`config.mk`:
```
export PLATFORM = sky130hd
export DESIGN_NAME = beat_fifo
export DESIGN_NICKNAME = d
export VERILOG_FILES = /design/src/source/mem_model_pkg.sv /design/src/source/beat_fifo.sv
export SDC_FILE = /design/constraint.sdc
export NUM_CORES = 1
export LEC_CHECK = 0
export ABC_AREA = 1
export ABC_CLOCK_PERIOD_IN_PS = 12500
export BUFFER_PORTS_ARGS = -buffer_cell sky130_fd_sc_hd__buf_2
export CELL_PAD_IN_SITES_DETAIL_PLACEMENT = 0
export CELL_PAD_IN_SITES_GLOBAL_PLACEMENT = 2
export CORE_ASPECT_RATIO = 0.6
export CORE_MARGIN = 1
export CORE_UTILIZATION = 47
export CTS_CLUSTER_SIZE = 8
export DETAILED_ROUTE_END_ITERATION = 10
export MAX_ROUTING_LAYER = met4
export PLACE_DENSITY_LB_ADDON = 0.2
export SLEW_MARGIN = 10
export SYNTH_ARGS = -nofsm -noshare
export SYNTH_HDL_FRONTEND = slang
export SYNTH_SLANG_ARGS = --single-unit
export TNS_END_PERCENT = 10
```
`constraint.sdc`:
```
create_clock -name clk -period 12.5 [get_ports clk]
set_input_delay 1.25 -clock clk [delete_from_list [all_inputs] [get_ports clk]]
set_output_delay 1.25 -clock clk [all_outputs]
set_load 0.02 [all_outputs]
```
`src/source/mem_model_pkg.sv`:
```
`default_nettype none

package mem_model_pkg;

   localparam int ADDR_W     = 16;
   localparam int DATA_W     = 64;
   localparam int STRB_W     = 8;
   localparam int ID_W       = 8;
   localparam int LEN_W      = 4;
   localparam int MEM_WORDS  = 256;
   localparam int FIFO_DEPTH = 16;
   localparam int LATENCY    = 30;
   localparam int CYC_W      = 16;

   // word index sits at byte address bits 10:3
   localparam int IDX_W   = $clog2(MEM_WORDS);
   localparam int IDX_LSB = $clog2(STRB_W);

   // queue pointers, depth is a power of two
   localparam int PTR_W = $clog2(FIFO_DEPTH);

   // shared by the aw and ar channels
   typedef struct packed {
      logic [ID_W-1:0]   id;
      logic [ADDR_W-1:0] addr;
      logic [LEN_W-1:0]  len;
   } addr_req_t;

   typedef struct packed {
      logic [DATA_W-1:0] data;
      logic [STRB_W-1:0] strb;
      logic              last;
   } wdata_t;

   // one queued beat, due is the cycle stamp it waits for
   typedef struct packed {
      logic              is_read;
      logic [ID_W-1:0]   id;
      logic [IDX_W-1:0]  index;
      logic [DATA_W-1:0] data;
      logic [STRB_W-1:0] strb;
      logic              last;
      logic [CYC_W-1:0]  due;
   } beat_req_t;

   typedef struct packed {
      logic [ID_W-1:0]   id;
      logic [DATA_W-1:0] data;
      logic              last;
   } rresp_t;

   typedef struct packed {
      logic [ID_W-1:0] id;
   } bresp_t;

endpackage

`default_nettype wire

```
`src/source/beat_fifo.sv`:
```
`default_nettype none

module beat_fifo (
   input  logic                     clk,
   input  logic                     rstn,
   input  logic                     push,
   input  mem_model_pkg::beat_req_t push_beat,
   input  logic                     pop,
   output mem_model_pkg::beat_req_t head,
   output logic                     not_empty,
   output logic                     has_space
);
   import mem_model_pkg::*;

   beat_req_t        entries [FIFO_DEPTH];
   logic [PTR_W-1:0] wr_ptr;
   logic [PTR_W-1:0] rd_ptr;
   logic [PTR_W:0]   count;

   always_ff @(posedge clk) begin
      if (!rstn) begin
         wr_ptr <= '0;
         rd_ptr <= '0;
         count  <= '0;
      end else begin
         // pointers wrap on their own width
         if (push) begin
            wr_ptr <= wr_ptr + 1'b1;
         end
         if (pop) begin
            rd_ptr <= rd_ptr + 1'b1;
         end
         case ({push, pop})
            2'b10:   count <= count + 1'b1;
            2'b01:   count <= count - 1'b1;
            default: count <= count;
         endcase
      end
   end

   always_ff @(posedge clk) begin
      if (push) begin
         entries[wr_ptr] <= push_beat;
      end
   end

   assign head      = entries[rd_ptr];
   assign not_empty = (count != '0);
   assign has_space = (count != (PTR_W + 1)'(FIFO_DEPTH));

   a_no_overflow: assert property (@(posedge clk) disable iff (!rstn)
      push |-> has_space)
      else $error("beat_fifo push while full");

   a_no_underflow: assert property (@(posedge clk) disable iff (!rstn)
      pop |-> not_empty)
      else $error("beat_fifo pop while empty");

endmodule

`default_nettype wire

```
==> impl_metrics.py <==
metrics = {
    "sta": {
        "hold_viol": 0,
        "finalSetupTns_ps": 0,
        "slew_violations": 0,
        "rsz0062_at_grt": "no",
        "setup_ws_ps": 6490,
        "setup_viol": 0,
        "timing.slew.headroom": 0.188,
        "period_share": 0.481,
        "fin_skew_ps": 20.8,
        "fin_crit_ps": 6010,
        "tightest_slew_ps": 1220,
        "fmax_mhz": 166,
    },
    "clocking": {
        "cts_sinks": 1713,
        "cts.path.max_buffers": 3,
        "cts_tree": "yes",
        "cts_root_buf": "clkbuf_16",
        "path_clk_slew_ps": 50,
        "cts_inserted_buffers": 232,
        "postCtsSetupRepairBufs": 0,
        "post_cts_resized": 0,
        "clock_latency_ps": 820,
        "hold_buffers": 0,
        "htree_levels": 4,
    },
    "critical_path": {
        "worstSetupEndpointType": "output port",
        "critical_path_required_ps": 11250,
        "crit_type": "flop to output port",
        "crit_path_start_kind": "flop",
        "cp.arrival_ps": 4760,
        "reg2reg_to": "entries[4][93]",
        "ff2ff_setup_slack_ps": 9030,
        "path_max_fanout": 273,
        "r2r_cells": 6,
        "r2r_start": "wr_ptr[0]",
    },
    "layout": {
        "fill_cells": 12200,
        "nNetsFinal": 5748,
        "area_growth_pct": 12.6,
        "stdcell_count": 7626,
        "final_util": 0.538,
        "drive_gt1_frac": 0.134,
    },
    "drt": {
        "met1_length_um": 84700,
        "wl_um": 175000,
        "first_pass_iters": 5,
        "first_iter_violations": 4237,
        "ant_nets": 0,
        "wl_met3_um": 10500,
        "drc_errors": 0,
        "wl_per_cell_um": 22.9,
        "wl_met2_um": 76700,
        "highest_layer": "met4",
        "via_count": 41300,
        "viasPerCell": 5.42,
    },
    "worst_hold_path": {
        "hold_start": "rd_ptr[2]",
        "hold_class": "flop to flop",
        "hold_depth": 2,
    },
    "placed_design": {
        "dp.cells": 7320,
        "port-buffer-count": 217,
        "hpwl_um": 81900,
        "gp_congestion": 0.722,
        "post-place-ws_ps": 7390,
    },
    "power": {
        "p_leak_nw": 27.5,
        "power_mw": 12.8,
        "power_density_nw_per_um2": 164,
        "peakVddDrop_uv": 139,
    },
    "floorplan": {
        "dieHeight_um": 300,
        "initial_core_util": 0.478,
        "core_area_um2": 146000,
        "io_pins": 218,
        "die_area_um2": 150000,
        "die_w_um": 499,
        "fp-row-count": 108,
    },
    "outcome": {
        "status": "finished, final reports clean",
    },
    "yosys": {
        "syn_nets": 5586,
        "yosys.cell_types.count": 25,
        "yosysTopAreaCellShare": 0.732,
        "synth_area_per_cell_um2": 12.7,
        "ys_seq_elements": 1713,
        "yosysTopAreaCell": "edfxtp_1",
        "synth_cells": 5467,
        "yosys_warnings": 0,
        "ys_seq_area_frac": 0.737,
        "synthTopCellsByArea": "edfxtp_1 (73%), nand3_1 (4.6%), o211ai_1 (4.6%)",
        "syn-cell-area_um2": 69600,
    },
    "flow_run": {
        "cap_violations": 0,
    },
    "global_route": {
        "grt_max_degree": 274,
        "antenna_found_initial": 33,
        "grt_pass1_vias": 38500,
        "grt_pass1_wl_um": 258000,
        "overflow": 0,
        "track_usage": 0.240,
    },
}
[cells in the mapped netlist, drive strengths merged]
| cell type | count |
|---|---|
| edfxtp | 1696 |
| inv | 660 |
| nand3 | 641 |
| nand2 | 556 |
| a21oi | 434 |
| o21ai | 432 |
| o211ai | 424 |
| clkinv | 209 |
| buf | 177 |
| clkbuf | 175 |
| nor2 | 29 |
| dfxtp | 17 |
| ha | 9 |
| xor2 | 3 |
| nor4 | 2 |
| nand4 | 1 |
| o21a | 1 |
| o21bai | 1 |
[cells by family after synthesis]
logic type / Yosys count / synth area share
DFF: 1713 / 0.737
AOI/OAI and AO/OA: 1292 / 0.108
and+or+nand+nor: 1229 / 0.0780
buffers and inverters: 1221 / 0.0747
adders and majority gates: 9 / 0.00162
xor gates and xnor gates: 3 / 0.000378
[area by class of cell]
class	count	area, um^2	area share
flip-flops and latches	1713	51300	0.655
multi-input cells	2533	13200	0.169
clock buffers	268	5940	0.0758
inverters	869	3530	0.0451
well taps	1925	2410	0.0307
repair buffers	280	1680	0.0215
clock inverters	16	208	0.00265
diodes	22	55.1	0.000703
[flip-flops by register name, indices dropped and copies added, names as in the netlist, named ones only]
register and flops:
entries 1696, count 5, rd_ptr 4, wr_ptr 4
[critical path, cell delays in order, from the launching register on]
cell,delay [ps]
dfxtp_4,1040
buf_12,690
buf_4,960
o21ai_0,270
nand3_1,120
nand3_1,90
nand2_1,180
buf_2,200
[layer usage]
metal	track usage	vias to the layer above
li1	-	19800
met1	0.356	20200
met2	0.342	1085
met3	0.0414	216
met4	0.0597	0
met5	-	-
[worst max path at each step]
| stage | startpoint | to |
|---|---|---|
| detailed placement | flop | head[102] |
| global placement | flop | head[102] |
| finish | flop | head[100] |
| CTS | flop | head[84] |
| global route | flop | head[102] |
| floorplan | push | entries[11][0] |
[power breakdown]
part	switching [mW]	internal, mW	leakage, nW	total [mW]
clock	2.26	3.28	3.00	5.54
combinational	0.615	0.230	9.04	0.845
sequential	0.0290	6.40	15.5	6.43
total	2.90	9.91	27.5	12.8
[stage by stage]
stage | hold WS, ps | area, um^2
after floorplan | 456 | 69600
after CTS | 474 | 78300
after global placement | 473 | 72100
after detailed placement | 470 | 72100
final | 473 | 78300
after global routing | 494 | 78300
[cells in the final DEF, fill, tap and decap left out, types with 3 or more instances in the layout]
master	synthesis	routed
a21oi_1	434	434
inv_1	654	654
ha_1	9	9
clkinv_8	0	3
nand2_1	556	556
inv_6	0	9
inv_16	0	4
xor2_1	3	3
buf_12	0	10
o211ai_1	424	424
o21ai_1	11	11
edfxtp_1	1696	1696
o21ai_0	421	421
buf_2	116	217
buf_4	11	53
dfxtp_1	17	13
nand3_1	641	641
diode_2	0	22
dfxtp_4	0	4
nor2_1	29	13
clkbuf_16	0	232
clkbuf_1	175	36
clkinv_2	208	208
inv_2	6	4
nor2_4	0	16
Note: power is estimated with default switching activity, not from simulation.
