**config.mk**
```make
export PLATFORM = sky130hd
export DESIGN_NAME = ingress_fsm
export DESIGN_NICKNAME = d
export VERILOG_FILES = /design/src/source/mem_model_pkg.sv /design/src/source/ingress_fsm.sv
export SDC_FILE = /design/constraint.sdc
export NUM_CORES = 1
export LEC_CHECK = 0
export ABC_AREA = 1
export BUFFER_PORTS_ARGS = -buffer_cell sky130_fd_sc_hd__buf_2
export CORE_AREA = 2 2 101 103
export CTS_BUF_LIST = sky130_fd_sc_hd__clkbuf_4
export DETAILED_ROUTE_END_ITERATION = 8
export DIE_AREA = 0 0 103 105
export SYNTH_ARGS = -nofsm -noshare
export SYNTH_HDL_FRONTEND = slang
export SYNTH_SLANG_ARGS = --single-unit
```
**constraint.sdc**
```tcl
create_clock -name clk -period 1.7 [get_ports clk]
set_input_delay 0.085 -clock clk [delete_from_list [all_inputs] [get_ports clk]]
set_output_delay 0.085 -clock clk [all_outputs]
set_load 0.02 [all_outputs]
```
**src/source/mem_model_pkg.sv**
```systemverilog
`default_nettype none

package mem_model_pkg;

   localparam int ADDR_W     = 16;
   localparam int DATA_W     = 64;
   localparam int STRB_W     = 8;
   localparam int ID_W       = 8;
   localparam int LEN_W      = 4;
   localparam int MEM_WORDS  = 256;
   localparam int FIFO_DEPTH = 16;
   localparam int LATENCY    = 30;
   localparam int CYC_W      = 16;

   // word index sits at byte address bits 10:3
   localparam int IDX_W   = $clog2(MEM_WORDS);
   localparam int IDX_LSB = $clog2(STRB_W);

   // queue pointers, depth is a power of two
   localparam int PTR_W = $clog2(FIFO_DEPTH);

   // shared by the aw and ar channels
   typedef struct packed {
      logic [ID_W-1:0]   id;
      logic [ADDR_W-1:0] addr;
      logic [LEN_W-1:0]  len;
   } addr_req_t;

   typedef struct packed {
      logic [DATA_W-1:0] data;
      logic [STRB_W-1:0] strb;
      logic              last;
   } wdata_t;

   // one queued beat, due is the cycle stamp it waits for
   typedef struct packed {
      logic              is_read;
      logic [ID_W-1:0]   id;
      logic [IDX_W-1:0]  index;
      logic [DATA_W-1:0] data;
      logic [STRB_W-1:0] strb;
      logic              last;
      logic [CYC_W-1:0]  due;
   } beat_req_t;

   typedef struct packed {
      logic [ID_W-1:0]   id;
      logic [DATA_W-1:0] data;
      logic              last;
   } rresp_t;

   typedef struct packed {
      logic [ID_W-1:0] id;
   } bresp_t;

endpackage

`default_nettype wire

```
**src/source/ingress_fsm.sv**
```systemverilog
`default_nettype none

module ingress_fsm (
   input  logic                            clk,
   input  logic                            rstn,
   input  logic                            aw_valid,
   input  mem_model_pkg::addr_req_t        aw,
   output logic                            aw_ready,
   input  logic                            w_valid,
   input  mem_model_pkg::wdata_t           w,
   output logic                            w_ready,
   input  logic                            ar_valid,
   input  mem_model_pkg::addr_req_t        ar,
   output logic                            ar_ready,
   input  logic [mem_model_pkg::CYC_W-1:0] now,
   input  logic                            has_space,
   output logic                            push,
   output mem_model_pkg::beat_req_t        push_beat
);
   import mem_model_pkg::*;

   typedef enum logic [1:0] {
      IDLE,
      WRITE,
      READ
   } state_t;

   state_t           state;
   logic             ports_open;
   logic [ID_W-1:0]  cur_id;
   logic [IDX_W-1:0] next_idx;
   logic [LEN_W-1:0] beats_left;
   logic             aw_fire;
   logic             ar_fire;
   logic             w_fire;
   logic             rd_push;

   // address ports stay shut until the first cycle out of reset
   assign aw_ready = ports_open && (state == IDLE);
   // aw wins when both arrive together
   assign ar_ready = ports_open && (state == IDLE) && !aw_valid;
   assign w_ready  = (state == WRITE) && has_space;

   assign aw_fire = aw_valid && aw_ready;
   assign ar_fire = ar_valid && ar_ready;
   assign w_fire  = w_valid && w_ready;
   assign rd_push = (state == READ) && has_space;
   assign push    = w_fire || rd_push;

   always_comb begin
      push_beat.is_read = (state == READ);
      push_beat.id      = cur_id;
      push_beat.index   = next_idx;
      push_beat.data    = (state == WRITE) ? w.data : '0;
      push_beat.strb    = (state == WRITE) ? w.strb : '0;
      push_beat.last    = (state == WRITE) ? w.last : (beats_left == '0);
      push_beat.due     = now + CYC_W'(LATENCY);
   end

   always_ff @(posedge clk) begin
      if (!rstn) begin
         state      <= IDLE;
         ports_open <= 1'b0;
         beats_left <= '0;
      end else begin
         ports_open <= 1'b1;
         case (state)
            IDLE: begin
               if (aw_fire) begin
                  state <= WRITE;
               end else if (ar_fire) begin
                  state      <= READ;
                  beats_left <= ar.len;
               end
            end
            WRITE: begin
               if (w_fire && w.last) begin
                  state <= IDLE;
               end
            end
            READ: begin
               if (rd_push) begin
                  beats_left <= beats_left - 1'b1;
                  if (beats_left == '0) begin
                     state <= IDLE;
                  end
               end
            end
            default: state <= IDLE;
         endcase
      end
   end

   // burst context
   always_ff @(posedge clk) begin
      if (aw_fire) begin
         cur_id   <= aw.id;
         next_idx <= aw.addr[IDX_LSB +: IDX_W];
      end else if (ar_fire) begin
         cur_id   <= ar.id;
         next_idx <= ar.addr[IDX_LSB +: IDX_W];
      end else if (push) begin
         next_idx <= next_idx + 1'b1;
      end
   end

   a_no_idle_push: assert property (@(posedge clk) disable iff (!rstn)
      push |-> (state != IDLE))
      else $error("ingress_fsm push in IDLE");

endmodule

`default_nettype wire

```
==> metrics.md <==
| Metric | Value |
|---|---|
| Root buffer cell | `clkbuf_4` |
| Final-report setup violation count | `0` |
| Outcome | `finished clean` |
| Chip height | `105 um` |
| All-layer global routing usage | `between 10% and 20%` |
| Register-to-Register Path Depth | `6` |
| Yosys warning count | `0` |
| Die area | `0.0108 mm2` |
| Iter 0 DRT Violations | `97` |
| Simple-gate share of the synthesized area | `between 40% and 50%` |
| Layout cells sized above 1 | `a little over two fifths` |
| Unrepaired setup endpoints after global routing | `true` |
| Fin crit period | `roughly 1.6 ns` |
| Post-CTS Setup Bufs | `0` |
| Crit start category | `flop` |
| Leading area contributor after synthesis | `edfxtp_1` |
| Initial antenna violation count | `5` |
| Chip width | `between 100 and 150 um` |
| Synth cell types | `31` |
| TritonCTS Buffers | `3` |
| Pwr Total | `2.01 mW` |
| Sequential share of the synthesized area | `approximately a quarter` |
| Storage element area | `approximately 630 um2` |
| Worst-Margin Slew | `0.288 ns` |
| Placed insts | `757` |
| IO Port Bufs | `approximately 240` |
| Initial Utilization | `about 24%` |
| Synthesized area | `about 0.0023 mm2` |
| H-tree Lvls | `1` |
| Worst setup path class | `reg -> out` |
| Post-synth top area share | `around a fifth` |
| Area grow syn2layout | `62.5%` |
| Synth Area in Adders | `1.61%` |
| Total Nets Final | `slightly below 800` |
| CP required | `1.62 ns` |
| Fillers | `1115` |
| Multi-input gate area | `between 0.001 and 0.0015 mm2` |
| Slowest cell delay on critical path | `roughly 0.40 ns` |
| Initial DRT Pass Iterations | `4` |
| Seq cells post-synth | `23` |
| CP arrival | `between 1.5 and 2 ns` |
| Number of clock sinks | `23` |
| Compound-cell area share of the yosys netlist | `about 4.7%` |
| Max Fanout on Critical Path | `36` |
| Row count | `36` |
| Core ar. | `~0.0096 mm2` |
| Routed Antenna Nets | `0` |
| Clock skew | `0.00245 ns` |
| Rel. slew slack | `around 80%` |
| Fin crit share | `between 90% and 100%` |
| Synthesized Nets | `between 500 and 600` |
| Clk_lat worst skew | `0.31 ns` |
| Max IR drop VDD | `between 0.2 and 0.3 mV` |
| Reg2reg end | `next_idx[3]$_DFFE_PP_` |
| Fin. Hold Viols | `0` |
| WHS | `0.0350 ns` |
| Largest net degree at the start of global routing | `73` |
| Hold path endpoint | `cur_id[5]$_DFFE_PP_` |
| Post-synthesis mux area share | `0%` |
| Hold WC Path Type | `in -> reg` |
| Clock buffer depth | `2` |
| Grt ovf | `0` |
| Reg2reg setup slack | `between 0.2 and 0.25 ns` |
| Post-synthesis xor/xnor area fraction | `~5%` |
| Slowest stage cell, crit path | `dfxtp_4` |
| Max-slew violation count | `0` |
| Hpwl dp | `approximately 7.5 mm` |
| Number of global-route vias before repair | `~2700` |
| Max Freq | `623 MHz` |
| Routability cong. | `0.888` |
| Max-cap violations | `0` |
| WL/cell | `11.5 um` |
| WL final | `about 8.9 mm` |
| Crit. End Element | `primary output` |
| Worst R2R Start | `state[0]$_SDFFE_PN0P_` |
| Post-Syn Instances | `394` |
| Largest cells by area after synthesis | `edfxtp_1 (21%), nor2_1 (16%), inv_1 (15%)` |
| Vias | `3157` |
| I/O pins | `261` |
| Largest family of logic cells by synthesized area | `simple AND/OR/NAND/NOR gates` |
| Crit-path leading delay family | `buffers and inverters` |
| Critical Path, Cell by Cell | `inv_2 > or2_4 > clkbuf_16 > nor2_1 > buf_2` |
| CTS tree | `yes` |
| Remaining DRCs | `0` |
| Post-DR vias/cell | `around 4` |
| Finished Layout Cells | `~770` |
| Power per standard cell area | `between 500 and 600 mW/mm2` |
| First-pass GRT wire length | `roughly 12 mm` |
| Buffers & Inverters on Critical Path | `3` |
| Cells on Worst Hold Path | `3` |
| Hold wc startpoint | `ar[25]` |
| Avg Inst Size Synth | `between 5 and 6 um2` |
| CTS clk-pin slew, worst paths | `0.13 ns` |
| Leak | `~2.5 nW` |
per-stage QoR:
| stage | setup WS, ns | area, um2 | setup TNS (ns) | utilization (%) |
|---|---|---|---|---|
| detailed placement | 0.160 | 3600 | 0 | 37.4 |
| floorplan | 0.0129 | 2330 | 0 | - |
| finish | 0.0939 | 3780 | 0 | 39.3 |
| global placement | 0.216 | 3600 | 0 | 37.4 |
| global route | -0.0136 | 3780 | -0.0515 | 39.3 |
| CTS | 0.00953 | 3650 | 0 | 37.9 |
timing repair:
item / 4_1_cts / 5_1_grt
endpoints found under the setup margin: 72 / 73
hold buffers: 1 / 0
gates resized for setup: 3 / 35
endpoints found under the hold margin: 1 / 0
gates cloned: 0 / 1
placed cells by master, fill, tap and decap left out, types with 2 or more instances in the layout:
cell	count
buf_2	213
inv_1	96
nor2_1	91
nand2_1	90
buf_4	28
nand3_1	17
edfxtp_1	16
xor2_1	12
o21ai_0	9
nor2_2	6
diode_2	5
nor3_1	5
dfxtp_1	5
nand3b_1	4
clkbuf_4	4
a21oi_1	3
or2_2	3
a31oi_1	3
o21ai_1	3
ha_1	3
nor2_4	2
or2_4	2
a21boi_0	2
metal layers:
layer  wire (um)  vias to the layer above  part of all wire (%)  track usage (%)
met5           0                        -                     0                0
met4         210                        0                   2.4             5.64
met3         700                       14                   7.9             3.14
met2        4600                      138                    52             26.8
met1        3340                     1377                    38             14.9
li1            -                     1628                     -                -
how the worst max path moves through the flow:
| stage | startpoint | end | slack [ns] | depth (start not counted) |
|---|---|---|---|---|
| finish | state[0]$_SDFFE_PN0P_ | push_beat[21] | 0.09 | 5 |
| global route | state[0]$_SDFFE_PN0P_ | push_beat[50] | -0.01 | 5 |
| CTS | state[1]$_SDFFE_PN0P_ | push_beat[17] | 0.01 | 4 |
| detailed placement | state[1]$_SDFFE_PN0P_ | push_beat[17] | 0.16 | 4 |
| global placement | state[1]$_SDFFE_PN0P_ | next_idx[7]$_DFFE_PP_ | 0.22 | 6 |
| floorplan | state[0]$_SDFFE_PN0P_ | next_idx[0]$_DFFE_PP_ | 0.01 | 6 |
cell families (layout without fill, tap and decap cells):
| family | after synthesis | count (layout) |
|---|---|---|
| simple gates | 225 | 225 |
| other cells | 0 | 5 |
| buf+inv | 110 | 346 |
| compound gates | 20 | 20 |
| fa+ha+maj | 3 | 3 |
| xor+xnor | 13 | 13 |
| flops | 23 | 23 |
flip-flops by register name, summed over array words and instances (netlist names):
register	flops
next_idx	8
cur_id	8
ports_open	1
state	2
beats_left	4
area by class of cell:
type / count / share of cell area, %
Antenna cell: 5 / 0.331
Multi-Input combinational cell: 261 / 32.8
Clock buffer: 4 / 0.793
Sequential cell: 23 / 16.5
Tap cell: 133 / 4.40
Inverter: 98 / 9.79
Timing Repair Buffer: 244 / 35.4
power by group:
part	internal, mW	switching, mW
combinational	0.399	0.612
clock	0.107	0.165
sequential	0.676	0.0454
total	1.18	0.822
worst min-delay path, delay by kind of cell:
family / cells / cell delay, ns
buf+inv: 1 / 0.07
simple gates: 2 / 0.08
synth_stat cells, drive strengths merged:
| cell | count |
|---|---|
| nor2 | 100 |
| inv | 98 |
| a21boi | 2 |
| nand3 | 17 |
| or2 | 5 |
| nor3 | 5 |
| a31oi | 3 |
| a21oi | 3 |
| nand3b | 4 |
| buf | 11 |
| dfxtp | 7 |
| xnor2 | 1 |
| nand4 | 2 |
| nand2 | 92 |
| clkbuf | 1 |
| xor2 | 12 |
| edfxtp | 16 |
| o21ai | 12 |
| ha | 3 |
Note: power is estimated with default switching activity, not from simulation.
