==> src/source/mem_model_pkg.sv <==
`default_nettype none

package mem_model_pkg;

   localparam int ADDR_W     = 16;
   localparam int DATA_W     = 64;
   localparam int STRB_W     = 8;
   localparam int ID_W       = 8;
   localparam int LEN_W      = 4;
   localparam int MEM_WORDS  = 256;
   localparam int FIFO_DEPTH = 16;
   localparam int LATENCY    = 30;
   localparam int CYC_W      = 16;

   // word index sits at byte address bits 10:3
   localparam int IDX_W   = $clog2(MEM_WORDS);
   localparam int IDX_LSB = $clog2(STRB_W);

   // queue pointers, depth is a power of two
   localparam int PTR_W = $clog2(FIFO_DEPTH);

   // shared by the aw and ar channels
   typedef struct packed {
      logic [ID_W-1:0]   id;
      logic [ADDR_W-1:0] addr;
      logic [LEN_W-1:0]  len;
   } addr_req_t;

   typedef struct packed {
      logic [DATA_W-1:0] data;
      logic [STRB_W-1:0] strb;
      logic              last;
   } wdata_t;

   // one queued beat, due is the cycle stamp it waits for
   typedef struct packed {
      logic              is_read;
      logic [ID_W-1:0]   id;
      logic [IDX_W-1:0]  index;
      logic [DATA_W-1:0] data;
      logic [STRB_W-1:0] strb;
      logic              last;
      logic [CYC_W-1:0]  due;
   } beat_req_t;

   typedef struct packed {
      logic [ID_W-1:0]   id;
      logic [DATA_W-1:0] data;
      logic              last;
   } rresp_t;

   typedef struct packed {
      logic [ID_W-1:0] id;
   } bresp_t;

endpackage

`default_nettype wire

==> src/source/resp_engine.sv <==
`default_nettype none

module resp_engine (
   input  logic                             clk,
   input  logic                             rstn,
   input  mem_model_pkg::beat_req_t         head,
   input  logic                             not_empty,
   input  logic                             head_due,
   output logic                             pop,
   output logic                             ram_en,
   output logic                             ram_we,
   output logic [mem_model_pkg::IDX_W-1:0]  ram_index,
   output logic [mem_model_pkg::DATA_W-1:0] ram_wdata,
   output logic [mem_model_pkg::STRB_W-1:0] ram_strb,
   input  logic [mem_model_pkg::DATA_W-1:0] ram_rdata,
   output logic                             r_valid,
   output mem_model_pkg::rresp_t            r,
   input  logic                             r_ready,
   output logic                             b_valid,
   output mem_model_pkg::bresp_t            b,
   input  logic                             b_ready
);
   import mem_model_pkg::*;

   logic [ID_W-1:0] r_id_q;
   logic            r_last_q;
   logic [ID_W-1:0] b_id_q;
   logic            rd_pop;
   logic            wr_pop;

   // one response in flight at most, queue frozen meanwhile
   assign pop    = not_empty && head_due && !r_valid && !b_valid;
   assign rd_pop = pop && head.is_read;
   assign wr_pop = pop && !head.is_read;

   assign ram_en    = pop;
   assign ram_we    = wr_pop;
   assign ram_index = head.index;
   assign ram_wdata = head.data;
   assign ram_strb  = head.strb;

   always_ff @(posedge clk) begin
      if (!rstn) begin
         r_valid <= 1'b0;
         b_valid <= 1'b0;
      end else begin
         if (rd_pop) begin
            r_valid <= 1'b1;
         end else if (r_ready) begin
            r_valid <= 1'b0;
         end
         // only the final write beat answers
         if (wr_pop && head.last) begin
            b_valid <= 1'b1;
         end else if (b_ready) begin
            b_valid <= 1'b0;
         end
      end
   end

   always_ff @(posedge clk) begin
      if (rd_pop) begin
         r_id_q   <= head.id;
         r_last_q <= head.last;
      end
      if (wr_pop && head.last) begin
         b_id_q <= head.id;
      end
   end

   // RAM output stays put since nothing is popped while r is pending
   always_comb begin
      r.id   = r_id_q;
      r.data = ram_rdata;
      r.last = r_last_q;
      b.id   = b_id_q;
   end

   a_r_stable: assert property (@(posedge clk) disable iff (!rstn)
      (r_valid && !r_ready) |=> (r_valid && $stable(r)))
      else $error("r payload changed while stalled");

   a_b_stable: assert property (@(posedge clk) disable iff (!rstn)
      (b_valid && !b_ready) |=> (b_valid && $stable(b)))
      else $error("b payload changed while stalled");

   a_one_resp: assert property (@(posedge clk) disable iff (!rstn)
      !(r_valid && b_valid))
      else $error("r and b valid together");

endmodule

`default_nettype wire

==> config.mk <==
export PLATFORM = sky130hd
export DESIGN_NAME = resp_engine
export DESIGN_NICKNAME = d
export VERILOG_FILES = /design/src/source/mem_model_pkg.sv /design/src/source/resp_engine.sv
export SDC_FILE = /design/constraint.sdc
export NUM_CORES = 1
export LEC_CHECK = 0
export ABC_AREA = 1
export BUFFER_PORTS_ARGS = -buffer_cell sky130_fd_sc_hd__buf_2
export CORE_AREA = 2 2 133 135
export CTS_CLUSTER_DIAMETER = 80
export DETAILED_ROUTE_END_ITERATION = 7
export DIE_AREA = 0 0 135 137
export PLACE_DENSITY = 0.36
export SLEW_MARGIN = 20
export SYNTH_ARGS = -nofsm -noshare
export SYNTH_HDL_FRONTEND = slang
export SYNTH_SLANG_ARGS = --single-unit
==> constraint.sdc <==
create_clock -name clk -period 1.7 [get_ports clk]
set_input_delay 0.34 -clock clk [delete_from_list [all_inputs] [get_ports clk]]
set_output_delay 0.34 -clock clk [all_outputs]
set_load 0.01 [all_outputs]
==> qor.txt, run 1 <==
status = finished, final reports clean
WL final = 5.95 mm
Sequential Area = 551 µm²
RD Place Congestion = 0.769
CP Cell Sequence = nor2_2, nand2_2, nor2_1, buf_2
Max Used Layer = met5
num rows = 48
CTS clk-pin slew, worst paths = 50 ps
Synth area leaders = buf_4 63%, edfxtp_1 30%, dfxtp_1 2.3%
Yosys top cell by area = buf_4
DP Worst Slack = 330 ps
crit start category = register
relative slew slack = 0.762
CTS max path bufs = 2
fmax = 719 MHz
max_cap viols = 0
Cell Area, Synth = 0.00173 mm²
Synth Area per Inst = 9.46 µm²
vias = 636
setup violators final = 0
DP Wirelength = 5.56 mm
cts bufs inserted = 3
Synth-to-Final Area Change = -31.8%
Min Clock Period, post-route = 1390 ps
CP Capture Type = output pin
Gate Count Post-Synth = 183
commonest non-fill, non-tap cell in the layout = buf_2
Detailed Route Iter0 Violations = 11
syn nets = 359
critical-path maximum fanout = 3
Fill cells = 2,000
Final ANT Viol Nets = 0
initial core utilization = 0.101
grt ovf = 0
share of post-route cells with drive strength above 1 = 0.577
Setup Buffers After CTS = 0
Arr. time, crit path = 1050 ps
die width = 135 µm
ant diodes = 0
drt drc = 0
clk sinks = 19
global-route wire length before repair = 6.87 mm
synth warn = 0
Slew Limit Fails = 0
area of the multi-input gates = 53.8 µm²
die area = 0.0185 mm²
largest net degree at the start of global routing = 11
Root Driver = clkbuf_16
gr usage total = 0.0577
die height = 137 µm
core area = 0.0171 mm²
post-synthesis sequential area ratio = 0.318
H-Tree Depth = 1
WL met1 = 617 µm
crit path max-delay cell type = dfxtp_1
synth unique cells = 12
Vias/cell = 2.10
Worst Skew = 1.75 ps
Critical Path Max Stage Delay = 340 ps
top cell type's share of synthesized area = 0.633
unrepaired setup endpoints after global routing = false
cts repair resizes = 0
met3 WL = 2.15 mm
Fin. Hold Viols = 0
routed len/inst = 19.6 µm
Fin Setup TNS = 0 ps
Worst VDD drop = 0.413 mV
fin crit share = 0.818
required time of the critical path = 1360 ps
flops & latches, synth = 19
critical path class = register to output pin
Post-CTS Hold Buffers = 0
Power per Cell Area = 893 mW/mm²
wire length on met2 = 2.80 mm
Initial DRT Pass Iterations = 4
I/O pin cnt = 342
most frequent cells in the layout = 37 x buf_2, 17 x edfxtp_1, 7 x inv_1
buffers added on ports = 37
worst setup margin = 309 ps
vias in the first global route = 631
worst-skew pair later-pin latency = 250 ps
Worst Max-Slew Pin Slew = 356 ps
initial antenna violation count = 0
worst hold path type = input port to register
Net count, final = 255
Leakage = 0.430 nW
CTS tree = yes
==> state kept, by name (all words and copies together) (netlist names) <==
name,flops
b_valid,1
r_id_q,8
b,8
r_valid,1
r_last_q,1
==> per-stage QoR <==
step | power (mW) | utilization | std cells | hold slack (ps) | instance area, µm²
6_report | 1.05 | 0.0692 | 303 | 283 | 1180
3_3_place_gp | 0.596 | 0.0646 | 299 | 501 | 1100
5_1_grt | 1.09 | 0.0692 | 303 | 283 | 1180
2_1_floorplan | 0.910 | - | 183 | 439 | 1730
3_5_place_dp | 0.596 | 0.0646 | 299 | 509 | 1100
4_1_cts | 1.07 | 0.0692 | 303 | 278 | 1180
==> Yosys cell counts, drive strengths merged <==
| library cell | n |
|---|---|
| buf | 146 |
| edfxtp | 17 |
| inv | 8 |
| nand2 | 5 |
| a21oi | 2 |
| dfxtp | 2 |
| nor2 | 2 |
| nand4 | 1 |
==> kinds of logic (layout without fill, tap and decap cells) <==
kind of cell           count (synthesis)  count (layout)  synth area share
and+or+nand+nor                        8               8            0.0231
DFF                                   19              19             0.318
buffers and inverters                154              49             0.651
AOI/OAI and AO/OA                      2               2           0.00795
==> critical path: cells and delay by family, from the launching register on <==
kind	cells	cell delay [ps]
buffers and inverters	1	150
flip-flops	1	340
AND/OR/NAND/NOR	3	320
==> final cells by class <==
cell class	instances	area share
flip-flops and latches	19	0.467
well taps	225	0.239
repair buffers	37	0.157
clock buffers	4	0.0668
multi-input cells	10	0.0456
inverters	8	0.0255
==> path summary, 6_finish.rpt <==
| path | start | cells past startpoint | endpoint | slack (ps) |
|---|---|---|---|---|
| max reg2reg | b_valid | 5 | r_id_q[0] | 420 |
| min reg2reg | b_valid | 2 | b_valid | 510 |
| min | head[100] | 1 | r_id_q[3] | 280 |
| max | b_valid | 4 | ram_we | 310 |
==> power breakdown <==
| part | internal [mW] | switching [mW] | leakage, nW |
|---|---|---|---|
| Combinational | 0.0256 | 0.0340 | 0.220 |
| Sequential | 0.523 | 0.00351 | 0.171 |
| Clock | 0.318 | 0.150 | 0.0382 |
==> metal layers <==
layer,track usage,up-vias
met5,0.0111,-
met4,0.0388,2
met3,0.0989,26
met2,0.0964,167
met1,0.0134,234
li1,-,207
Note: power is estimated with default switching activity, not from simulation.
==> inputs of run 2 (changes only) <==
- ABC_AREA: 1 -> 0
- CORE_AREA: 2 2 133 135 -> 2 2 131 133
- DIE_AREA: 0 0 135 137 -> 0 0 133 135
- PLACE_DENSITY: 0.36 -> 0.38
- clock period: 1.7 -> 1.19 ns (I/O delays scaled with it)
==> run 2 against run 1 <==
  * The flow now finishes with violations (negative setup slack)
  * Critical path depth unchanged
  * Utilization grew 0.98 points
  * Via count increased by 1.7%
  * Sequential share of layout area shrank 4.0 points
  * Non-clock buffer count up 7
  * Count of clock-buffer cells in the layout shrank 1
  * Hold slack worse by 100 ps
  * Global-route usage shrank 0.89 points
  * Register-to-register slack worse by 600 ps
  * Clock power increased by 44%
==> qor.txt, run 2 <==
status = complete, but fails checks
violated checks = negative setup slack
Critical Path Max Stage Delay = 320 ps (-20 ps)
Worst VDD drop = 0.622 mV (+51%)
Synth-to-Final Area Change = -25.4%
die area = 0.0180 mm² (-2.9%)
Fin Hold WS = 180 ps (-102 ps)
global-route wire length before repair = 5.93 mm (-14%)
most frequent cell after synthesis = buf_4
CTS max path bufs = 2 (unchanged)
Cell Count, Final, Fillers Out = 299 (-1.3%)
top cell type's share of synthesized area = 0.631 (-0.00274)
Pwr Total = 1.55 mW (+47%)
post-synthesis sequential area ratio = 0.317 (-0.00137)
Post-CTS Hold Buffers = 0 (unchanged)
synth cell count leaders = 146 x buf_4, 17 x edfxtp_1, 3 x nand3b_1
Worst Max-Slew Pin Slew = 192 ps (-164 ps)
initial core utilization = 0.106 (+0.00447)
most frequent cells in the layout = 37 x buf_2, 17 x edfxtp_1, 3 x nand3b_1, 3 x clkbuf_16, 3 x buf_12
Post-Place Cells = 293 (-2.0%)
num rows = 47 (-2.1%)
fin crit share = 1.16
CP Cell Sequence = nand4bb_4, buf_6, nor2_1, buf_2
ant diodes = 0 (unchanged)
fmax = 724 MHz
CTS clk-pin slew, worst paths = 50 ps (about the same)
required time of the critical path = 950 ps (-410 ps)
core area = 0.0164 mm² (-3.8%)
Fin Setup TNS = -3200 ps (-3200 ps)
setup violators final = 20 (+20)
Yosys top cell by area = buf_4
critical path class = register to output pin
worst setup margin = -191 ps (-499 ps)
Power per Cell Area = 1200 mW/mm² (+34%)
Fill cells = 1,895 (-5.3%)
Worst path top cell family by delay = flip-flops
H-Tree Depth = 1 (unchanged)
Post-synth EDFFs = 17 (unchanged)
WL final = 4.89 mm (-18%)
I/O pin cnt = 342 (unchanged)
vias in the first global route = 633 (+0.32%)
commonest non-fill, non-tap cell in the layout = buf_2
vias = 647 (+1.7%)
Arr. time, crit path = 1140 ps (+90 ps)
Net count, final = 256 (+0.39%)
Leakage = 0.452 nW (+5.1%)
cts bufs inserted = 3 (unchanged)
crit start category = register
max_cap viols = 0 (unchanged)
Detailed Route Iter0 Violations = 15 (+4)
buffers added on ports = 37 (unchanged)
Initial DRT Pass Iterations = 3 (-1)
Gate Count Post-Synth = 177 (-3.3%)
unrepaired setup endpoints after global routing = true
Synth Area per Inst = 9.82 µm² (+3.8%)
die width = 133 µm (-1.5%)
Design Area, Final = 0.00130 mm² (+9.9%)
Fin. Hold Viols = 0 (unchanged)
Vias/cell = 2.16 (+3.1%)
RD Place Congestion = 0.729 (-5.2%)
DP Wirelength = 4.42 mm (-20%)
Root Driver = clkbuf_16
Slew Limit Fails = 0 (unchanged)
Cell Area, Synth = 0.00174 mm² (+0.43%)
synth warn = 0 (unchanged)
initial antenna violation count = 0 (unchanged)
syn nets = 353 (-1.7%)
die height = 135 µm (-1.5%)
CP bufs+invs = 2 (+1)
clk sinks = 19 (unchanged)
Area after DPL = 0.00117 mm² (+6.7%)
CP Capture Type = output pin
worst-skew pair later-pin latency = 250 ps (about the same)
synth unique cells = 10 (-2)
Synth area leaders = buf_4 63%, edfxtp_1 29%, dfxtp_1 2.3%
largest net degree at the start of global routing = 12 (+1)
ys flop type = edfxtp_1
Min Clock Period, post-route = 1380 ps
drt drc = 0 (unchanged)
grt ovf = 0 (unchanged)
flops & latches, synth = 19 (unchanged)
post-synthesis async set-or-reset flop share = 0 (unchanged)
Final ANT Viol Nets = 0 (unchanged)
critical-path maximum fanout = 4 (+1)
share of post-route cells with drive strength above 1 = 0.671 (+0.0940)
crit path max-delay cell type = dfxtp_2
Worst Skew = 1.85 ps (+0.0954 ps)
routed len/inst = 16.4 µm (-17%)
gr usage total = 0.0489 (-0.00886)
worst hold path type = input port to register
CTS tree = yes
relative slew slack = 0.871 (+0.108)
-- run 2: cell count changes in the layout (fill, tap and decap cells not counted), sizes merged --
| cell | before | now |
|---|---|---|
| buf | 37 | 44 |
| nand4bb | 0 | 1 |
| clkinv | 0 | 1 |
| nand4 | 1 | 0 |
| nor3b | 0 | 1 |
| nand3b | 0 | 3 |
| o21ai | 0 | 2 |
| clkbuf | 4 | 3 |
| inv | 8 | 2 |
| nand2 | 5 | 1 |
| a21oi | 2 | 0 |
-- run 2: final cells by class --
type,count,area [µm²],share of cell area
multi-input cells,10,97.6,0.0753
well taps,220,275,0.212
clock buffers,3,75.1,0.0579
flip-flops and latches,19,553,0.427
repair buffers,44,283,0.218
clock inverters,1,5.00,0.00386
inverters,2,7.51,0.00579
-- run 2: kinds of logic after synthesis --
kind of cell | after synthesis | synth area share
AOI/OAI and AO/OA | 2 | 0.00576
buffers and inverters | 148 | 0.635
DFF | 19 | 0.317
and+or+nand+nor | 8 | 0.0425
-- run 2: worst reg2reg max path, delay by kind of cell (launching register included) --
kind / cells / cell delay (ps)
flops: 1 / 320
buf+inv: 2 / 300
simple gates: 2 / 470
-- run 2: path summary, 6_finish.rpt --
path / from / slack (ps) / endpoint / depth (start not counted)
min: head[99] / 180 / b[2] / 1
max: b_valid / -190 / ram_we / 4
min reg2reg: r_valid / 610 / r_valid / 3
max reg2reg: b_valid / -180 / b[3] / 4
-- run 2: timing repair --
action,in CTS,in global routing
endpoints found under the hold margin,0,0
gates resized for setup,3,1
pin swaps,1,2
setup buffers,1,1
setup endpoints to repair,11,20
-- run 2: report_power, final --
part           switching (mW)  internal [mW]
sequential            0.00397          0.747
combinational          0.0584         0.0685
clock                   0.223          0.450
total                   0.285           1.27
-- run 2: layer usage --
metal / track usage / vias to the layer above / part of all wire
met2: 0.0797 / 148 / 0.46
met5: 0 / - / 0
met3: 0.0743 / 38 / 0.33
met4: 0.0412 / 0 / 0.071
met1: 0.0160 / 247 / 0.13
li1: - / 214 / -
-- run 2: stage by stage --
step / setup WS, ps / util
after global placement: -46.0 / 0.0716
after CTS: -201 / 0.0783
final: -191 / 0.0790
after floorplan: -94.4 / -
after detailed placement: -63.8 / 0.0716
after global routing: -237 / 0.0790
