<file path="src/source/mem_model_pkg.sv">
`default_nettype none

package mem_model_pkg;

   localparam int ADDR_W     = 16;
   localparam int DATA_W     = 64;
   localparam int STRB_W     = 8;
   localparam int ID_W       = 8;
   localparam int LEN_W      = 4;
   localparam int MEM_WORDS  = 256;
   localparam int FIFO_DEPTH = 16;
   localparam int LATENCY    = 30;
   localparam int CYC_W      = 16;

   // word index sits at byte address bits 10:3
   localparam int IDX_W   = $clog2(MEM_WORDS);
   localparam int IDX_LSB = $clog2(STRB_W);

   // queue pointers, depth is a power of two
   localparam int PTR_W = $clog2(FIFO_DEPTH);

   // shared by the aw and ar channels
   typedef struct packed {
      logic [ID_W-1:0]   id;
      logic [ADDR_W-1:0] addr;
      logic [LEN_W-1:0]  len;
   } addr_req_t;

   typedef struct packed {
      logic [DATA_W-1:0] data;
      logic [STRB_W-1:0] strb;
      logic              last;
   } wdata_t;

   // one queued beat, due is the cycle stamp it waits for
   typedef struct packed {
      logic              is_read;
      logic [ID_W-1:0]   id;
      logic [IDX_W-1:0]  index;
      logic [DATA_W-1:0] data;
      logic [STRB_W-1:0] strb;
      logic              last;
      logic [CYC_W-1:0]  due;
   } beat_req_t;

   typedef struct packed {
      logic [ID_W-1:0]   id;
      logic [DATA_W-1:0] data;
      logic              last;
   } rresp_t;

   typedef struct packed {
      logic [ID_W-1:0] id;
   } bresp_t;

endpackage

`default_nettype wire

</file>
<file path="src/source/cycle_timer.sv">
`default_nettype none

module cycle_timer (
   input  logic                            clk,
   input  logic                            rstn,
   input  logic [mem_model_pkg::CYC_W-1:0] head_stamp,
   output logic [mem_model_pkg::CYC_W-1:0] now,
   output logic                            head_due
);
   import mem_model_pkg::*;

   logic [CYC_W-1:0] since;

   // free running count from reset
   always_ff @(posedge clk) begin
      if (!rstn) begin
         now <= '0;
      end else begin
         now <= now + 1'b1;
      end
   end

   // sign bit stays set while the stamp is still ahead
   assign since = now - head_stamp;

   // due only strictly past the stamp so a beat waits LATENCY+1 cycles
   assign head_due = !since[CYC_W-1] && (since != '0);

endmodule

`default_nettype wire

</file>
<file path="config.mk">
export PLATFORM = sky130hd
export DESIGN_NAME = cycle_timer
export DESIGN_NICKNAME = d
export VERILOG_FILES = /design/src/source/mem_model_pkg.sv /design/src/source/cycle_timer.sv
export SDC_FILE = /design/constraint.sdc
export NUM_CORES = 1
export LEC_CHECK = 0
export BUFFER_PORTS_ARGS = -buffer_cell sky130_fd_sc_hd__buf_2
export CORE_MARGIN = 1
export CORE_UTILIZATION = 59
export DETAILED_ROUTE_END_ITERATION = 8
export PLACE_DENSITY = 0.86
export REMOVE_ABC_BUFFERS = 1
export SKIP_LAST_GASP = 1
export SLEW_MARGIN = 20
export SYNTH_ARGS = -nofsm -noshare
export SYNTH_HDL_FRONTEND = slang
export SYNTH_SLANG_ARGS = --single-unit
</file>
<file path="constraint.sdc">
create_clock -name clk -period 8.45 [get_ports clk]
set_input_delay 1.69 -clock clk [delete_from_list [all_inputs] [get_ports clk]]
set_output_delay 1.69 -clock clk [all_outputs]
set_load 0.005 [all_outputs]
</file>
==> impl_metrics.py, run 1 <==
metrics = {
    "outcome": {
        "status": "finished clean",
    },
    "global_routing": {
        "grt_pass1_wl_um": 5099,
        "grt_max_degree": 17,
        "track_usage_pct": 23.92,
        "grt_overflow": 0,
        "antenna_found_initial": 0,
        "grt_pass1_vias": 1194,
    },
    "die": {
        "io_pins": 35,
        "die_x_um": 53.65,
        "rows": 18,
        "dieArea_sq_mm": 0.002878,
        "core_area_sq_mm": 0.002500,
        "start_util_pct": 62.96,
        "die_y_um": 53.65,
    },
    "clocking": {
        "cts_buffer_depth": 2,
        "ctsHoldBuffers": 0,
        "cts-root-buf": "clkbuf_4",
        "clk_pin_slew_ps": 90,
        "clock_latency_ps": 280,
        "cts-buffers-inserted": 3,
        "cts_resized": 0,
        "cts_tree": "built",
        "h-tree-depth": 1,
        "cts_sinks": 16,
        "post_cts_buffers": 0,
    },
    "placed_design": {
        "place_area_sq_mm": 0.001767,
        "io_buffer_count": 34,
        "gp_congestion": 0.8610,
        "hpwl_um": 2568,
    },
    "cells_and_area": {
        "final_area_sq_mm": 0.001803,
        "num-fill-cells": 210,
        "syn_to_final_growth_pct": 14.55,
        "layout_common_cells": "buf_2, inv_1, ha_1, dfxtp_1, nor2_1",
        "finalNetCount": 271,
        "drive_gt1_share_pct": 21.70,
        "top_regs": "now: 16 flops",
        "final_common_cell": "buf_2",
        "utilization_pct": 72.12,
        "diodes": 0,
        "largest_reg_flops": 16,
        "top_register": "now",
    },
    "worst_setup_path": {
        "cp-start-kind": "primary input",
        "cp_data_arrival_time_ps": 4440,
        "critPathMaxStageDelay_ps": 500,
        "reg2reg_from": "now[1]$_SDFF_PN0_",
        "cp_slowest_cell": "fa_1",
        "worstPathBufferInverterCount": 2,
        "worstPathMaxFanout": 2,
        "crit_family": "compound AO/OA/AOI/OAI gates",
        "crit_path_end_kind": "output port",
        "cp.required_ps": 6760,
        "crit_chain": "buf_2, ha_1, fa_1, nand2_1, a2111oi_4, o221ai_2, a2111oi_2, o311ai_1, or4_1, nor4_1, a31oi_1, buf_2",
        "crit_path_start": "head_stamp[0]",
        "cpMostUsedCell": "buf_2",
        "critPathKind": "in -> out",
    },
    "route": {
        "drt-initial-drc-count": 34,
        "drc_errors": 0,
        "avgRoutedWirePerCell_um": 12.36,
        "maxUsedRoutingLayer": "met4",
        "route.met3.wl_um": 81,
        "dr.pass1.iters": 4,
        "vias": 1486,
        "antenna_left": 0,
        "wl_met2_um": 1511,
        "routed_wirelength_um": 3276,
        "viasPerCell": 5.608,
        "met1_length_um": 1653,
    },
    "yosys": {
        "postSynthAreaPerCell_sq_um": 7.870,
        "synth_cell_types": 47,
        "synth_edf_count": 0,
        "async_reset_ff_share_pct": 0,
        "ys_seq_area_share_pct": 20.35,
        "yosys_most_used_dff": "dfxtp_1",
        "synthesis.area_sq_mm": 0.001574,
        "synth_seq_cells": 16,
        "synthCells": 200,
        "synth_warnings": 0,
    },
    "timing": {
        "skew_ps": 3.308,
        "slew_headroom_pct": 66.83,
        "fin_crit_ps": 6128,
        "drv_slew": 0,
        "finalCritPeriodShare_pct": 72.52,
        "hold_violations": 0,
        "grt_setup_unrepaired": "no",
        "timing.fmax_ghz": 0.1632,
        "setup_total_negative_slack_ps": 0,
        "finalSetupViolations": 0,
        "worst_slew_pin_slew_ps": 492.4,
    },
    "worst_hold_path": {
        "min_from": "now[0]$_SDFF_PN0_",
        "hold_path.class": "reg -> reg",
    },
    "power_and_ir_drop": {
        "powerDensity_mw_per_mm2": 93.26,
        "peakVddDrop_uv": 99.73,
        "p_leak_nw": 0.9175,
    },
    "run": {
        "maxCapViolCount": 0,
    },
}
cell type report:
type	count	area [sq um]	area share, %
multi-input combinational	158	1152	63.91
sequential	16	320.3	17.77
timing repair buffer	34	170.2	9.438
inverter	23	86.33	4.788
tap	30	37.54	2.082
clock buffer	4	36.28	2.012
power breakdown:
group | total (mW) | switching [mW] | internal, mW
logic | 0.0400 | 0.0211 | 0.0188
registers | 0.0785 | 0.00189 | 0.0766
clock network | 0.0497 | 0.0235 | 0.0262
final timing paths:
kind / cells after the start / endpoint / slack (ps)
setup / recovery: 12 / head_due / 2320
hold / removal: 1 / now[0]$_SDFF_PN0_ / 510
setup reg to reg: 7 / now[13]$_SDFF_PN0_ / 6540
hold reg to reg: 1 / now[0]$_SDFF_PN0_ / 510
Yosys cell counts, drive strengths merged, types with 2 or more instances:
cell     number  area share (%)
nor3          6             1.9
nor2b         4             1.6
nand4         2            0.79
a21oi        11             3.5
a31oi         3             1.2
nand3        10             3.2
o21ai         6             1.9
nor2         15             3.6
inv          23             5.5
a2111oi       2             2.7
nand2b        2            0.79
or4           2            0.95
nor4          2            0.79
and3          4             1.6
xnor2        13             7.2
a31o          2             1.1
ha           16              13
o221ai        4             2.6
or2b          3             1.6
clkbuf        2            0.48
xor2          6             3.3
and2b         3             1.7
nand2         8             1.9
dfxtp        16              20
a21o          5             2.4
and2         14             5.6
or2           2            0.80
cells by family (layout without fill, tap and decap cells):
group           after synthesis  count (layout)  synth area share, %
compound gates               41              41                19.87
xor+xnor                     19              19                10.57
fa+ha+maj                    17              17                13.99
buf+inv                      26              61                6.439
flops                        16              16                20.35
simple gates                 81              81                28.78
worst reg2reg max path, cell delays in order, from the launching register on:
cell     delay, ps
dfxtp_1        450
nand3_1        160
nor2_1         180
and3_1         250
nor2b_1        310
nand3_1        160
xnor2_1        160
and2_1         160
per-stage QoR:
| step | total power, mW | instances | hold WS [ps] | setup slack (ps) |
|---|---|---|---|---|
| floorplan | 0.1078 | 197 | 461.6 | 2688 |
| global placement | 0.1186 | 261 | 470.6 | 2352 |
| detailed placement | 0.1198 | 261 | 484.8 | 2324 |
| CTS | 0.1687 | 265 | 509.7 | 2310 |
| global route | 0.1773 | 265 | 560.6 | 2161 |
| finish | 0.1682 | 265 | 508.4 | 2322 |
routing by layer:
layer,vias up,GRT usage (%)
met2,25,39.38
met4,0,7.895
met1,684,33.39
met3,4,0.8475
li1,773,-
met5,-,0
(Power assumes the default switching activity.)
==> run 2, diff against run 1 <==
CORE_UTILIZATION = 49   (was 59)
PLACE_DENSITY = 0.76   (was 0.86)
clock period = 5.5 ns   (was 8.45 ns; I/O delays follow)
==> run 2 against run 1 <==
Die area increased by 20%. Sequential power increased by 53%. Sequential share of layout area decreased by 0.17 points. Non-clock buffer count unchanged. Cell area increased by 0.97%. Core utilization decreased by 12 points. Count of clock-buffer cells in the layout unchanged. Register-to-register slack got worse by 2900 ps. Clock power increased by 46%. Worst setup slack got worse by 1800 ps.
==> impl_metrics.py, run 2 (synthesized netlist as in run 1, its figures left out) <==
metrics = {
    "power_and_ir_drop": {
        "peakVddDrop_uv": 110.5,
        "combPwrFrac_pct": 23.8,
        "p_leak_nw": 0.9175,
        "netSwitchingPower_uw": 66.87,
        "power.internal_uw": 186.4,
        "powerDensity_mw_per_mm2": 139.1,
        "p_clk_share_pct": 28.7,
        "switching_share_pct": 26.40,
        "pwr-share-seq_pct": 47.5,
    },
    "worst_setup_path": {
        "worstPathMaxFanout": 2,
        "crit_path_end_kind": "output port",
        "cp_data_arrival_time_ps": 3850,
        "cp-start-kind": "primary input",
        "critPathKind": "in -> out",
        "cp.required_ps": 4400,
    },
    "clocking": {
        "clk_pin_slew_ps": 90,
        "clock_latency_ps": 270,
        "ctsHoldBuffers": 0,
        "cts_resized": 0,
        "post_cts_buffers": 0,
        "cts_buffer_depth": 2,
        "cts_sinks": 16,
        "cts-buffers-inserted": 3,
        "cts-root-buf": "clkbuf_4",
        "cts_tree": "built",
        "h-tree-depth": 1,
    },
    "route": {
        "drc_errors": 0,
        "viasPerCell": 5.376,
        "drt-initial-drc-count": 43,
        "vias": 1500,
        "dr.pass1.iters": 6,
        "avgRoutedWirePerCell_um": 11.57,
        "routed_wirelength_um": 3228,
        "antenna_left": 0,
    },
    "global_routing": {
        "grt_pass1_vias": 1362,
        "grt_max_degree": 17,
        "grt_overflow": 0,
        "track_usage_pct": 20.36,
        "grt_pass1_wl_um": 5589,
        "antenna_found_initial": 0,
    },
    "die": {
        "rows": 20,
        "die_x_um": 58.68,
        "start_util_pct": 51.56,
        "die_y_um": 58.68,
        "core_area_sq_mm": 0.003053,
        "io_pins": 35,
        "dieArea_sq_mm": 0.003443,
    },
    "placed_design": {
        "hpwl_um": 2645,
        "io_buffer_count": 34,
        "gp_congestion": 0.8424,
    },
    "timing": {
        "finalCritPeriodShare_pct": 90.01,
        "slew_headroom_pct": 70.70,
        "grt_setup_unrepaired": "no",
        "hold_violations": 0,
        "worst_slew_pin_slew_ps": 436.2,
        "setup_total_negative_slack_ps": 0,
        "skew_ps": 1.525,
        "fin_crit_ps": 4950,
        "drv_slew": 0,
        "finalSetupViolations": 0,
        "timing.fmax_ghz": 0.2020,
    },
    "cells_and_area": {
        "regArea_sq_um": 320.3,
        "top_register": "now",
        "layout_common_cells": "buf_2, inv_1, ha_1, dfxtp_1, nor2_1",
        "drive_gt1_share_pct": 21.70,
        "finalNetCount": 271,
        "multi_input_area_sq_mm": 0.001152,
        "final_common_cell": "buf_2",
        "diodes": 0,
        "largest_reg_flops": 16,
        "num-fill-cells": 322,
        "utilization_pct": 59.63,
        "top_regs": "now: 16 flops",
        "syn_to_final_growth_pct": 15.66,
    },
    "worst_hold_path": {
        "hold_path.class": "reg -> reg",
    },
    "outcome": {
        "status": "finished clean",
    },
    "run": {
        "maxCapViolCount": 0,
    },
}
==> run 2: cell counts in the layout (fill, tap and decap cells not counted) <==
Identical to the previous run, type by type.
==> run 2: final cells by class <==
type | count | area share (%)
Clock buffer | 4 | 1.993
Sequential cell | 16 | 17.59
Multi-Input combinational cell | 158 | 63.30
Timing Repair Buffer | 34 | 9.347
Inverter | 23 | 4.742
Tap cell | 44 | 3.024
==> run 2: worst max-delay path: stages <==
cell	delay, ps
buf_2	100
ha_1	210
fa_1	480
nand2_1	80
a2111oi_4	280
o221ai_2	140
a2111oi_2	290
o311ai_1	150
or4_1	500
nor4_1	270
a31oi_1	120
buf_2	130
==> run 2: path summary, 6_finish.rpt <==
kind,from,endpoint,slack [ps],cells past startpoint
worst max-delay path,head_stamp[0],head_due,550,12
worst min-delay path,now[0]$_SDFF_PN0_,now[0]$_SDFF_PN0_,500,1
worst max register to register,now[2]$_SDFF_PN0_,now[13]$_SDFF_PN0_,3690,7
worst min register to register,now[0]$_SDFF_PN0_,now[0]$_SDFF_PN0_,500,1
==> run 2: metal layers <==
layer / vias to the layer above / GRT usage, % / share of wire [%]
met5: - / 0 / 0
met4: 0 / 5.782 / 1.2
met3: 4 / 1.099 / 2.4
met2: 27 / 35.14 / 47
met1: 691 / 27.57 / 50
li1: 778 / - / -
==> run 2: power by group through the flow <==
| stage | Clock (mW) | Combinational [mW] | Sequential (mW) |
|---|---|---|---|
| floorplan | 0 | 0.0429 | 0.123 |
| global placement | 0 | 0.0596 | 0.123 |
| detailed placement | 0 | 0.0602 | 0.123 |
| CTS | 0.0749 | 0.0604 | 0.120 |
| global route | 0.0820 | 0.0686 | 0.121 |
| finish | 0.0728 | 0.0603 | 0.120 |
==> run 2: stage by stage <==
step	area [sq um]	hold slack, ps	total power [mW]	setup slack [ps]	cells
2_1_floorplan	1559	461.6	0.1656	917.9	197
3_3_place_gp	1784	473.3	0.1826	583.4	275
3_5_place_dp	1784	478.4	0.1832	523.1	275
4_1_cts	1821	503.4	0.2556	534.9	279
5_1_grt	1821	528.8	0.2714	319.6	279
6_report	1821	498.2	0.2533	549.7	279
==> run 3, diff against run 2 <==
CORE_UTILIZATION = 59   (was 49)
PLACE_DENSITY = 0.86   (was 0.76)
clock period = 5.84 ns   (was 5.5 ns; I/O delays follow)
==> run 3 against run 2 <==
Sequential share of layout area up 0.17 points. Register-to-register slack better by 280 ps. Cell count shrank 5.0%. Hold slack improved by 11 ps. Global-route usage increased by 4.0 points. Via count is 1.5% lower. Critical path depth unchanged. Routed wire length is 2.2% higher. Sequential power shrank 6%. First-iteration DRC count shrank 53%. Clock skew hardly changed. Critical path type unchanged.
==> impl_metrics.py, run 3 (synthesized netlist as in run 1, its figures left out) <==
metrics = {
    "cells_and_area": {
        "finalNetCount": 271,
        "diodes": 0,
        "drive_gt1_share_pct": 21.70,
        "top_regs": "now: 16 flops",
        "regArea_sq_um": 320.3,
        "num-fill-cells": 213,
        "syn_to_final_growth_pct": 14.55,
        "top_register": "now",
        "layout_common_cells": "buf_2, inv_1, ha_1, dfxtp_1, nor2_1",
        "multi_input_area_sq_mm": 0.001152,
        "final_common_cell": "buf_2",
        "largest_reg_flops": 16,
        "final_cells": 265,
    },
    "clocking": {
        "h-tree-depth": 1,
        "cts_resized": 0,
        "cts_tree": "built",
        "cts_sinks": 16,
        "ctsHoldBuffers": 0,
        "cts-root-buf": "clkbuf_4",
        "clk_pin_slew_ps": 90,
        "clock_latency_ps": 290,
        "cts_buffer_depth": 2,
        "post_cts_buffers": 0,
        "cts-buffers-inserted": 3,
    },
    "global_routing": {
        "grt_pass1_vias": 1212,
        "antenna_found_initial": 0,
        "grt_overflow": 0,
        "grt_max_degree": 17,
        "track_usage_pct": 24.34,
        "grt_pass1_wl_um": 5161,
    },
    "timing": {
        "hold_violations": 0,
        "grt_setup_unrepaired": "no",
        "timing.fmax_ghz": 0.1970,
        "slew_headroom_pct": 67.99,
        "skew_ps": 1.420,
        "setup_total_negative_slack_ps": 0,
        "finalCritPeriodShare_pct": 86.94,
        "drv_slew": 0,
        "worst_slew_pin_slew_ps": 475.1,
        "finalSetupViolations": 0,
        "fin_crit_ps": 5077,
        "hold_ws_ps": 509.2,
    },
    "placed_design": {
        "hpwl_um": 2561,
        "gp_congestion": 0.8610,
        "placed_cells": 261,
        "io_buffer_count": 34,
    },
    "power_and_ir_drop": {
        "powerDensity_mw_per_mm2": 135.7,
        "peakVddDrop_uv": 166.6,
        "p_leak_nw": 0.9175,
    },
    "route": {
        "dr.pass1.iters": 4,
        "avgRoutedWirePerCell_um": 12.45,
        "vias": 1477,
        "viasPerCell": 5.574,
        "drt-initial-drc-count": 20,
        "antenna_left": 0,
        "routed_wirelength_um": 3298,
        "drc_errors": 0,
    },
    "worst_setup_path": {
        "rr_worst_depth": 7,
        "crit_path_end_kind": "output port",
        "cp.required_ps": 4670,
        "cp-start-kind": "primary input",
        "critPathKind": "in -> out",
        "worstPathMaxFanout": 2,
        "cp_data_arrival_time_ps": 3910,
    },
    "run": {
        "maxCapViolCount": 0,
    },
    "outcome": {
        "status": "finished clean",
    },
    "die": {
        "die_y_um": 53.65,
        "die_x_um": 53.65,
        "rows": 18,
        "start_util_pct": 62.96,
        "dieArea_sq_mm": 0.002878,
        "io_pins": 35,
        "core_area_sq_mm": 0.002500,
    },
    "worst_hold_path": {
        "hold_path.class": "reg -> reg",
        "min_path_cells": 1,
    },
}
## run 3: stage by stage
step,total power [mW],worst slack (ps),util (%),instance area [sq um]
6_report,0.2447,762.8,72.12,1803
5_1_grt,0.2577,594.9,72.12,1803
4_1_cts,0.2457,744.0,72.12,1803
3_5_place_dp,0.1734,757.5,70.67,1767
3_3_place_gp,0.1716,786.0,70.67,1767
2_1_floorplan,0.1559,1122,-,1559
## run 3: critical path, stage by stage
cell,delay (ps)
buf_2,100
ha_1,210
fa_1,500
nand2_1,80
a2111oi_4,280
o221ai_2,140
a2111oi_2,290
o311ai_1,140
or4_1,480
nor4_1,270
a31oi_1,120
buf_2,130
## run 3: final timing paths
path | from | endpoint | slack [ps]
setup / recovery | head_stamp[0] | head_due | 760
hold / removal | now[0]$_SDFF_PN0_ | now[0]$_SDFF_PN0_ | 510
setup reg to reg | now[1]$_SDFF_PN0_ | now[13]$_SDFF_PN0_ | 3970
hold reg to reg | now[0]$_SDFF_PN0_ | now[0]$_SDFF_PN0_ | 510
## run 3: layout make-up
type | instances | area share, %
clock buffers | 4 | 2.012
inverters | 23 | 4.788
flip-flops and latches | 16 | 17.77
multi-input cells | 158 | 63.91
well taps | 30 | 2.082
repair buffers | 34 | 9.438
## run 3: layer usage
| metal | part of all wire, % | track usage, % |
|---|---|---|
| met1 | 49 | 32.54 |
| met3 | 3.6 | 1.695 |
| met2 | 46 | 41.25 |
| met4 | 1.3 | 7.895 |
| met5 | 0 | 0 |
## run 3: where the power goes
group	switching, mW	internal (mW)
sequential	0.00266	0.111
combinational	0.0306	0.0273
clock	0.0354	0.0380
total	0.0687	0.176
